<file path="src/logic/mcore_defs.svh">
// sizes and the partition boundary of the shared data memory
// addresses are byte addresses; memory words are MCORE_DATA_NBITS wide
`ifndef MCORE_DEFS_SVH
`define MCORE_DEFS_SVH

// requester ports on the memory side
`define MCORE_NUM_PORTS 2

// message field widths
`define MCORE_ADDR_NBITS 16
`define MCORE_DATA_NBITS 32
`define MCORE_OPAQUE_NBITS 8

// main memory depth in words
`define MCORE_MEM_NWORDS 256

// insecure requests at or above this byte address are denied
`define MCORE_PAR_ADDR 16'h0200

`endif

</file>
<file path="src/logic/mcore_ctrl_pkg.sv">
// security domain and control FSM encodings
`default_nettype none

package mcore_ctrl_pkg;

	// domain tag carried on every request
	typedef enum logic {
		DOM_INSECURE = 1'b0,
		DOM_SECURE   = 1'b1
	} sec_domain_e;

	// per-port guard FSM
	typedef enum logic [1:0] {
		GUARD_IDLE,
		GUARD_FWD,
		GUARD_WAIT,
		GUARD_DENY
	} guard_state_e;

	// blocking arbiter, one memory access in flight
	typedef enum logic {
		ARB_IDLE,
		ARB_BUSY
	} arb_state_e;

endpackage

`default_nettype wire

</file>
<file path="src/logic/mem_msg_pkg.sv">
// memory request and response messages, kept whole on every link
// requires mcore_ctrl_pkg to be compiled first
`default_nettype none

`include "mcore_defs.svh"

package mem_msg_pkg;

	import mcore_ctrl_pkg::*;

	typedef enum logic {
		MEM_READ  = 1'b0,
		MEM_WRITE = 1'b1
	} mem_opcode_e;

	// 58 bits
	typedef struct packed {
		mem_opcode_e                    opcode;
		logic [`MCORE_OPAQUE_NBITS-1:0] opaque;
		logic [`MCORE_ADDR_NBITS-1:0]   addr;
		logic [`MCORE_DATA_NBITS-1:0]   data;
		sec_domain_e                    domain;
	} mem_req_t;

	// 42 bits, fail set only by a guard
	typedef struct packed {
		mem_opcode_e                    opcode;
		logic [`MCORE_OPAQUE_NBITS-1:0] opaque;
		logic [`MCORE_DATA_NBITS-1:0]   data;
		logic                           fail;
	} mem_resp_t;

endpackage

`default_nettype wire

</file>
<file path="src/logic/port_domain_guard.sv">
// one request at a time per port; req_rdy stays low until its response transfers
// denied requests never reach memory and answer after one cycle
`default_nettype none

`include "mcore_defs.svh"

module port_domain_guard
	import mem_msg_pkg::*, mcore_ctrl_pkg::*;
(
	input  wire logic      clk,
	input  wire logic      rst_n,

	input  wire mem_req_t  req,
	input  wire logic      req_val,
	output logic           req_rdy,

	output mem_resp_t      resp,
	output logic           resp_val,
	input  wire logic      resp_rdy,

	output mem_req_t       fwd_req,
	output logic           fwd_val,
	input  wire logic      fwd_rdy,

	input  wire mem_resp_t fwd_resp,
	input  wire logic      fwd_resp_val,
	output logic           fwd_resp_rdy
);

	guard_state_e state_q;
	guard_state_e state_d;
	mem_req_t     req_q;
	logic         deny;

	// insecure domain may not touch the upper partition
	assign deny = (req.domain == DOM_INSECURE) && (req.addr >= `MCORE_PAR_ADDR);

	always_ff @(posedge clk) begin
		if (req_val && req_rdy) begin
			req_q <= req;
		end
	end

	//============================================================
	// control FSM
	//============================================================

	always_ff @(posedge clk) begin
		if (!rst_n) begin
			state_q <= GUARD_IDLE;
		end else begin
			state_q <= state_d;
		end
	end

	always_comb begin
		state_d = state_q;
		case (state_q)
			GUARD_IDLE: begin
				if (req_val) begin
					state_d = deny ? GUARD_DENY : GUARD_FWD;
				end
			end
			GUARD_FWD: begin
				if (fwd_rdy) begin
					state_d = GUARD_WAIT;
				end
			end
			GUARD_WAIT: begin
				if (fwd_resp_val && resp_rdy) begin
					state_d = GUARD_IDLE;
				end
			end
			GUARD_DENY: begin
				if (resp_rdy) begin
					state_d = GUARD_IDLE;
				end
			end
		endcase
	end

	//============================================================
	// handshake outputs
	//============================================================

	assign req_rdy      = (state_q == GUARD_IDLE);
	assign fwd_req      = req_q;
	assign fwd_val      = (state_q == GUARD_FWD);
	assign fwd_resp_rdy = (state_q == GUARD_WAIT) && resp_rdy;

	always_comb begin
		resp     = fwd_resp;
		resp_val = 1'b0;
		if (state_q == GUARD_DENY) begin
			// local fail answer, tag and opcode echoed
			resp.opcode = req_q.opcode;
			resp.opaque = req_q.opaque;
			resp.data   = '0;
			resp.fail   = 1'b1;
			resp_val    = 1'b1;
		end else if (state_q == GUARD_WAIT) begin
			resp_val = fwd_resp_val;
		end
	end

endmodule

`default_nettype wire

</file>
<file path="config.mk">
export PLATFORM = sky130hd
export DESIGN_NAME = port_domain_guard
export DESIGN_NICKNAME = d
export VERILOG_FILES = /design/src/logic/mcore_ctrl_pkg.sv /design/src/logic/mem_msg_pkg.sv /design/src/logic/port_domain_guard.sv
export VERILOG_INCLUDE_DIRS = /design/src /design/src/logic
export SDC_FILE = /design/constraint.sdc
export NUM_CORES = 1
export LEC_CHECK = 0
export BUFFER_PORTS_ARGS = -buffer_cell sky130_fd_sc_hd__buf_2
export CAP_MARGIN = 10
export CORE_ASPECT_RATIO = 0.75
export CORE_MARGIN = 4
export CORE_UTILIZATION = 33
export CTS_CLUSTER_DIAMETER = 120
export DETAILED_ROUTE_END_ITERATION = 6
export PLACE_DENSITY = 0.76
export SLEW_MARGIN = 20
export SYNTH_ARGS = -nofsm -noshare
export SYNTH_HDL_FRONTEND = slang
export SYNTH_SLANG_ARGS = --single-unit
</file>
<file path="constraint.sdc">
create_clock -name clk -period 2.3 [get_ports clk]
set_clock_uncertainty 0.2 [all_clocks]
set_input_delay 0.345 -clock clk [delete_from_list [all_inputs] [get_ports clk]]
set_output_delay 0.345 -clock clk [all_outputs]
set_load 0.005 [all_outputs]
</file>
==> results.txt, run 1 <==
First-pass DRT Iterations: 4
Hold Path Class: input port to flop
Dpl cell area: 3390 um^2
Metal1 wirelength: 2840 um
Buffers on Ports: 209
Final hold vios: 0
Commonest cells post-synth: edfxtp_1 (58), and2_1 (33), mux2_1 (7), clkbuf_1 (3)
Initial antenna violation count: 0
N_diodes: 0
Aggregate global-route resource usage: 17.7%
Via density: 4.33
Fin nets: 502
Max FO, Critical Path: 42
Met3 wire length: 498 um
Worst-Margin Slew: 0.459 ns
IO Count: 210
Sink Count: 60
Fmax: 0.471 GHz
FF+latch count, synth: 60
Clk pin slew, worst setup/hold paths: 0.06 ns
Final setup TNS: 0 ns
Core Region: 6470 um^2
Final number of max-transition violations: 0
Yosys top cell by area: edfxtp_1
Clock Tree Buf Depth: 2
Most common cell in the synthesized netlist: edfxtp_1
Final number of setup-violating endpoints: 0
Global placer's final weighted congestion: 0.745
Vias: 2,085
Crit share post-route: 92.2%
Pwr per Cell Area: 685 nW/um^2
Post-synth cell types: 23
H-tree depth: 3
Syn Inst Count: 127
LEAKAGE: 1.91 nW
Ys flop type: edfxtp_1
Fin cells: 481
Top cell type's share of synthesized area: 76.9%
Die ar.: 8260 um^2
DR iter-0 viols: 69
Total grt overflow: 0
Slew HR: 69.4%
Minimum clock period after layout: 2.12 ns
R2R Setup Slk: 0.52 ns
WS Path Type: flop to output port
Met2 wire length: 4060 um
Syn avg cell area: 17.8 um^2
Initial core utilization: 35.0%
Chip width: 104 um
Post-synth ARST share: 0%
Sequential share of the synthesized area: 78.7%
Status: finished, final reports clean
CTS tree: done
Detailed Place HPWL: 5440 um
Post-Syn Nets: 233
Syn Std Cell Area: 2260 um^2
Ranking of synthesized cells by area: edfxtp_1 (77%), and2_1 (9.1%), mux2_1 (3.5%)
Fin area: 4140 um^2
Worst-skew pair later-pin latency: 0.33 ns
Clk root buf: clkbuf_8
Cell Rows: 25
Post-synth EDFFs: 58
Yosys synthesis warning count: 0
CTS Buf Count: 9
# placed instances: 413
VDD IR max: 0.000430 V
Final ANT Viol Nets: 0
DR WL/cell: 15.7 um
First-pass GRT wire length: 11,300 um
Largest net degree at the start of global routing: 43
Final wirelength: 7550 um
Top Layer Used: met4
Crit path arrival time: 1.58 ns
Share of post-route cells with drive strength above 1: 58.3%
Startpoint types: flop
Die Height: 79.7 um
Max-Cap Viols: 0
Worst Path Required: 1.75 ns
RSZ-0062 raised after global routing: false
Crit end category: output port
# DRC: 0
Vias in the first global route: 2,192
Layout area overhead: 82.8%
[kinds of logic after synthesis]
group                  share of synthesized area, %
flip-flops                                     78.7
AO/OA/AOI/OAI                                  2.99
AND/OR/NAND/NOR                                12.2
buffers and inverters                          1.60
multiplexers                                   4.48
[routing by layer]
layer / up-vias / GRT usage [%]
met4: 0 / 6.51
li1: 1003 / -
met5: - / 0
met3: 15 / 6.55
met1: 962 / 19.2
met2: 105 / 32.2
[report_power, final]
group / leakage (nW) / internal [W] / total [W] / switching [W]
sequential: 0.566 / 0.00133 / 0.00137 / 0.0000436
combinational: 1.24 / 0.000273 / 0.000486 / 0.000213
clock: 0.104 / 0.000600 / 0.000981 / 0.000381
total: 1.91 / 0.00220 / 0.00284 / 0.000637
[final cells by class]
type / count / area, um^2
timing repair buffer: 264 / 1590
clock buffer: 10 / 128
tap: 81 / 101
fill: 521 / 2340
multi-input combinational: 60 / 452
clock inverter: 5 / 77.6
sequential: 60 / 1780
inverter: 1 / 3.75
[final timing paths]
path,start,end,cells after the start
setup / recovery,state_q[1],resp[40],3
setup reg to reg,state_q[1],fwd_req[14],3
hold / removal,req[42],fwd_req[42],1
hold reg to reg,state_q[0],state_q[0],1
[critical path, cell delays in order (launching register included)]
cell,delay (ns)
dfxtp_2,0.47
nand2_4,0.26
mux2_1,0.38
buf_2,0.13
[registers in the layout, summed over array words and instances, names as in the netlist]
name     flops
fwd_req     58
state_q      2
[cells in the final DEF (no fill, tap or decap), types with 2 or more instances in the layout]
master	instances
and2_1	32
buf_2	209
buf_4	2
bufinv_16	2
clkbuf_8	9
dfxtp_2	2
dlygate4sd3_1	53
edfxtp_1	58
mux2_1	7
mux2_2	2
nand2b_1	2
nor2_1	2
nor2b_1	2
nor4_2	2
[through the flow]
stage / hold slack (ns) / total power, W / utilization (%) / setup slack [ns]
floorplan: 0.244 / 0.00154 / - / 0.379
global placement: 0.321 / 0.00179 / 52.4 / 0.305
detailed placement: 0.323 / 0.00180 / 52.4 / 0.192
CTS: 0.00267 / 0.00288 / 63.9 / 0.0200
global route: 0.00565 / 0.00298 / 63.9 / 0.0764
finish: 0.0313 / 0.00284 / 63.9 / 0.179
[what timing repair did]
| action | in CTS | in global routing |
|---|---|---|
| hold endpoints to repair | 53 | 0 |
| setup buffers | 0 | 0 |
| hold buffers | 53 | 0 |
| endpoints found under the setup margin | 41 | 9 |
| gates resized for setup | 2 | 1 |
| pin swaps | 0 | 0 |
No activity file was read; power rests on OpenSTA's default activity.
==> inputs of run 2 (changes only) <==
Settings changed: CORE_UTILIZATION 33 to 34, CTS_BUF_LIST set to sky130_fd_sc_hd__clkbuf_8, PLACE_DENSITY 0.76 to 0.78.
==> results.txt, run 2 (synthesis gave the netlist of run 1 again) <==
Total grt overflow: 0 (unchanged)
Max FO, Critical Path: 42 (unchanged)
Clk root buf: clkbuf_8
Worst-skew pair later-pin latency: 0.32 ns (about the same)
Share of post-route cells with drive strength above 1: 58.6% (+0.31 points)
Slew HR: 71.1% (+1.7 points)
Fmax: 0.479 GHz (+1.6%)
Final setup TNS: 0 ns (unchanged)
Max-Cap Viols: 0 (unchanged)
Clock Tree Buf Depth: 2 (unchanged)
DR WL/cell: 14.5 um (-7.5%)
Most frequent cells in the layout: buf_2 (209), edfxtp_1 (58), dlygate4sd3_1 (55)
VDD IR max: 0.000438 V (+2.0%)
Initial antenna violation count: 0 (unchanged)
Status: finished, final reports clean
Die ar.: 8040 um^2 (-2.7%)
Aggregate global-route resource usage: 16.6% (-1.1 points)
# DRC: 0 (unchanged)
Buffers on Ports: 209 (unchanged)
Chip width: 102 um (-1.4%)
DR iter-0 viols: 25 (-64%)
N_diodes: 0 (unchanged)
Layout area overhead: 83.4%
Hold Path Class: input port to flop
CTS Buf Count: 9 (unchanged)
First-pass DRT Iterations: 6 (+2)
Final hold vios: 0 (unchanged)
Final worst slack: 0.212 ns (+0.0330 ns)
Max reg flops: 58 (unchanged)
Detailed Place HPWL: 5050 um (-7.3%)
Layout fillers: 477 (-8.4%)
Vias in the first global route: 2,093 (-4.5%)
Startpoint types: flop
CP max stage cell: dfxtp_2
Minimum clock period after layout: 2.09 ns (-0.0330 ns)
Core Region: 6380 um^2 (-1.4%)
LEAKAGE: 1.92 nW (+0.24%)
Crit share post-route: 90.8% (-1.4 points)
CP peak stage delay: 0.46 ns (about the same)
Clk pin slew, worst setup/hold paths: 0.07 ns (about the same)
WS Path Type: flop to output port
Largest net degree at the start of global routing: 43 (unchanged)
Crit-path cells: nand2_4, mux2_1, buf_2
Pwr per Cell Area: 668 nW/um^2 (-2.6%)
Crit path arrival time: 1.54 ns (-0.04 ns)
H-tree depth: 3 (unchanged)
R2R Setup Slk: 0.57 ns (+0.05 ns)
Pwr Total: 0.00277 W (-2.3%)
First-pass GRT wire length: 10,200 um (-9.9%)
Global placer's final weighted congestion: 0.715 (-3.9%)
Die Height: 78.7 um (-1.3%)
Worst Path Required: 1.75 ns (about the same)
Worst hold path depth: 1 (unchanged)
Cell Rows: 25 (unchanged)
Footprint of the multi-input gates: 452 um^2 (unchanged)
Final number of setup-violating endpoints: 0 (unchanged)
Path depth of the worst reg2reg path: 3 (unchanged)
RSZ-0062 raised after global routing: false
Final number of max-transition violations: 0 (unchanged)
Final ANT Viol Nets: 0 (unchanged)
Most common cell after layout, fill and taps aside: buf_2
Crit end category: output port
Flip-flop and latch area: 1780 um^2 (unchanged)
IO Count: 210 (unchanged)
Sink Count: 60 (unchanged)
Final wirelength: 7030 um (-6.9%)
Fin nets: 504 (+0.40%)
Initial core utilization: 35.5% (+0.51 points)
CTS tree: done
Via density: 4.29 (-1.0%)
Vias: 2,076 (-0.43%)
Setup WS pre-CTS: 0.207 ns (+0.0145 ns)
Worst-Margin Slew: 0.434 ns (-0.0255 ns)
[run 2: changes by cell type in the layout (fill, tap and decap cells not counted), sizes merged]
cell / delta
dlygate4sd3: +2
inv: +2
bufinv: -1
clkbuf: -1
clkinvlp: +1
[run 2: critical path, delay by kind of cell (launching register included)]
kind	cells	cell delay [ns]
AND/OR/NAND/NOR	1	0.24
flip-flops	1	0.46
buffers and inverters	1	0.13
multiplexers	1	0.38
[run 2: metrics by stage]
stage | utilization (%) | hold slack [ns] | instance area (um^2) | cells
global placement | 53.2 | 0.321 | 3390 | 413
CTS | 65.0 | 0.00800 | 4150 | 484
finish | 65.0 | 0.0367 | 4150 | 484
floorplan | - | 0.244 | 2260 | 127
global route | 65.0 | 0.0111 | 4150 | 484
detailed placement | 53.2 | 0.323 | 3390 | 413
[run 2: area by class of cell]
type,instances,area share (%)
Clock buffer,9,2.98
Clock inverter,7,1.78
Inverter,1,0.0904
Multi-Input combinational cell,60,10.9
Sequential cell,60,43.0
Tap cell,81,2.44
Timing Repair Buffer,266,38.8
[run 2: final timing paths]
| path | from | to |
|---|---|---|
| worst max-delay path | state_q[1] | resp[35] |
| worst min-delay path | req[48] | fwd_req[48] |
| worst max register to register | state_q[1] | fwd_req[7] |
| worst min register to register | state_q[0] | state_q[0] |
[run 2: what timing repair did]
action	in CTS	in global routing
buffers inserted	0	0
endpoints found under the setup margin	41	9
gates cloned	0	0
resized for setup	1	2
endpoints found under the hold margin	55	0
hold buffers	55	0
[run 2: routing by layer]
layer | up-vias | GRT usage, % | share of wire, %
met2 | 108 | 30.2 | 53
met4 | 0 | 6.68 | 1.5
met1 | 945 | 17.2 | 35
li1 | 1012 | - | -
met5 | - | 0 | 0
met3 | 11 | 5.95 | 10
[run 2: report_power, final]
part / leakage, nW / switching [W] / internal (W) / total [W]
Combinational: 1.25 / 0.000209 / 0.000275 / 0.000484
Clock: 0.100 / 0.000416 / 0.000505 / 0.000921
Sequential: 0.566 / 0.0000416 / 0.00132 / 0.00137
Total: 1.92 / 0.000667 / 0.00210 / 0.00277
==> inputs of run 3 (changes only) <==
Settings changed: ABC_AREA set to 1, CORE_UTILIZATION 34 to 35, PLACE_DENSITY 0.78 to 0.79.
==> results.txt, run 3 <==
Status: finished, final reports clean
First-pass GRT wire length: 12,100 um (+19%)
Layout area overhead: 79.6%
Final number of max-transition violations: 0 (unchanged)
Fin area: 4220 um^2 (+1.7%)
Flop pwr share: 45.6% (-3.7 points)
Switch Pwr: 0.00109 W (+64%)
Largest net degree at the start of global routing: 43 (unchanged)
Fin cells: 553 (+14%)
Sw frac: 30.7% (+6.6 points)
Worst Path Required: 1.75 ns (about the same)
Path depth of the worst reg2reg path: 4 (+1)
Post-synth cell types: 19 (-17%)
RSZ-0062 raised after global routing: false
N_diodes: 0 (unchanged)
Crit end category: output port
Slew HR: 71.8% (+0.73 points)
Via density: 4.31 (+0.51%)
Most common cell in the synthesized netlist: edfxtp_1
Die ar.: 8110 um^2 (+0.82%)
Layout fillers: 494 (+3.6%)
VDD IR max: 0.000494 V (+13%)
Syn Std Cell Area: 2350 um^2 (+3.9%)
First-pass DRT Iterations: 4 (-2)
Max FO, Critical Path: 42 (unchanged)
Sequential share of the synthesized area: 75.8% (-2.9 points)
Pwr per Cell Area: 845 nW/um^2 (+26%)
Worst-Margin Slew: 0.423 ns (-0.0109 ns)
Worst hold path depth: 1 (unchanged)
Crit-path cells: nand2_4, inv_6, nand2_1, nand2_1, buf_2
Internal power: 0.00247 W (+18%)
# DRC: 0 (unchanged)
Comb pwr share: 28.7% (+11 points)
IO Count: 210 (unchanged)
LEAKAGE: 2.15 nW (+12%)
Most frequent cells in the layout: buf_2 (209), edfxtp_1 (58), dlygate4sd3_1 (56)
Ys flop type: edfxtp_1
Initial core utilization: 36.7% (+1.2 points)
Clock Power Share: 25.7% (-7.5 points)
CP peak stage delay: 0.53 ns (+0.07 ns)
Initial antenna violation count: 0 (unchanged)
Buffers on Ports: 209 (unchanged)
CTS Buf Count: 9 (unchanged)
Clk pin slew, worst setup/hold paths: 0.06 ns (about the same)
WS Path Type: flop to output port
Reg2reg end: fwd_req[31]
Dpl cell area: 3470 um^2 (+2.2%)
Chip width: 103 um (+0.41%)
DR iter-0 viols: 79 (+220%)
Clock Tree Buf Depth: 2 (unchanged)
Total grt overflow: 0 (unchanged)
Pwr Total: 0.00357 W (+29%)
Post-synth ARST share: 0% (unchanged)
Clk root buf: clkbuf_8
FF+latch count, synth: 60 (unchanged)
Core Region: 6410 um^2 (+0.49%)
R2R Setup Slk: 0.61 ns (+0.04 ns)
Post-synth EDFFs: 58 (unchanged)
Die Height: 79.0 um (+0.41%)
Share of post-route cells with drive strength above 1: 49.4% (-9.2 points)
Vias in the first global route: 2,377 (+14%)
Post-Syn Nets: 300 (+29%)
Most common cell after layout, fill and taps aside: buf_2
Hold slack: 0.0237 ns (-0.0129 ns)
Final number of setup-violating endpoints: 0 (unchanged)
Crit path arrival time: 1.59 ns (+0.05 ns)
DR WL/cell: 14.8 um (+1.9%)
Hold_sp: req[45]
Aggregate global-route resource usage: 20.0% (+3.3 points)
H-tree depth: 3 (unchanged)
Yosys top cell by area: edfxtp_1
Yosys synthesis warning count: 0 (unchanged)
Vias: 2,384 (+15%)
Fmax: 0.469 GHz (-2.0%)
Sink Count: 60 (unchanged)
Startpoint types: flop
Critical R2R Launch: state_q[0]
Final ANT Viol Nets: 0 (unchanged)
CP max stage cell: dfxtp_1
Top cell type's share of synthesized area: 74.1% (-2.9 points)
Ranking of synthesized cells by area: edfxtp_1 (74%), nor2_1 (6.9%), inv_1 (6.1%)
Hold Path Class: input port to flop
Detailed Place HPWL: 5390 um (+6.7%)
Max reg flops: 58 (unchanged)
Commonest cells post-synth: edfxtp_1 (58), nor2_1 (43), inv_1 (38), nand2_1 (35), nand3_1 (3)
Fin nets: 573 (+14%)
Final wirelength: 8180 um (+16%)
Syn avg cell area: 12.1 um^2 (-32%)
Syn Inst Count: 194 (+53%)
WHS Endpoint: fwd_req[45]
Crit share post-route: 92.6% (+1.8 points)
Minimum clock period after layout: 2.13 ns (+0.0424 ns)
Worst path most repeated cell: nand2_1
Final hold vios: 0 (unchanged)
Cell Rows: 25 (unchanged)
Final setup TNS: 0 ns (unchanged)
Max-Cap Viols: 0 (unchanged)
CTS tree: done
# placed instances: 481 (+16%)
Worst-skew pair later-pin latency: 0.32 ns (about the same)
Global placer's final weighted congestion: 0.794 (+11%)
run 3: routing by layer:
layer  share of wire (%)  track usage (%)  vias to the layer above  wire, um
met3                  12             8.96                       12      1010
met4                 1.1             5.11                        0        87
met2                  53             36.1                      140      4300
met5                   0                0                        -         0
met1                  34             20.9                     1081      2790
li1                    -                -                     1151         -
run 3: layout make-up:
| class | instances | area, um^2 | share of cell area [%] |
|---|---|---|---|
| Sequential cell | 60 | 1780 | 42.2 |
| Timing Repair Buffer | 267 | 1620 | 38.4 |
| Multi-Input combinational cell | 88 | 367 | 8.68 |
| Inverter | 41 | 160 | 3.79 |
| Clock buffer | 9 | 124 | 2.93 |
| Tap cell | 81 | 101 | 2.40 |
| Clock inverter | 7 | 67.6 | 1.60 |
run 3: worst max-delay path: cells and delay by family (launching register included):
kind,cells,cell delay [ns]
flops,1,0.53
buf+inv,2,0.37
simple gates,3,0.36
run 3: what timing repair did:
item | in CTS | in global routing
gates resized for setup | 0 | 1
setup buffers | 0 | 0
hold endpoints to repair | 54 | 2
hold buffers | 54 | 2
endpoints found under the setup margin | 0 | 11
run 3: power by group through the flow:
stage | Combinational [W] | Sequential [W] | Clock (W)
4_1_cts | 0.00103 | 0.00162 | 0.000923
3_3_place_gp | 0.000932 | 0.00163 | 0
6_report | 0.00103 | 0.00163 | 0.000916
5_1_grt | 0.00115 | 0.00165 | 0.000992
2_1_floorplan | 0.000436 | 0.00165 | 0
3_5_place_dp | 0.000950 | 0.00164 | 0
run 3: cell families after synthesis:
group / synth area share [%]
buf+inv: 8.94
compound gates: 0.425
flops: 75.8
simple gates: 14.8
run 3: worst max-delay path by stage:
stage / slack (ns) / cells past startpoint / start / end
2_1_floorplan: 0.21 / 4 / state_q[0] / fwd_req[0]
3_3_place_gp: 0.50 / 4 / state_q[0] / resp[0]
3_5_place_dp: 0.42 / 5 / state_q[0] / resp[36]
4_1_cts: 0.05 / 5 / state_q[0] / resp[36]
5_1_grt: 0.006 / 5 / state_q[0] / resp[40]
6_report: 0.17 / 5 / state_q[0] / resp[36]
run 3: per-stage QoR:
stage / utilization [%] / setup slack, ns
4_1_cts: 65.5 / 0.0476
2_1_floorplan: - / 0.215
3_3_place_gp: 54.1 / 0.497
3_5_place_dp: 54.1 / 0.415
6_report: 65.9 / 0.169
5_1_grt: 65.9 / 0.00557
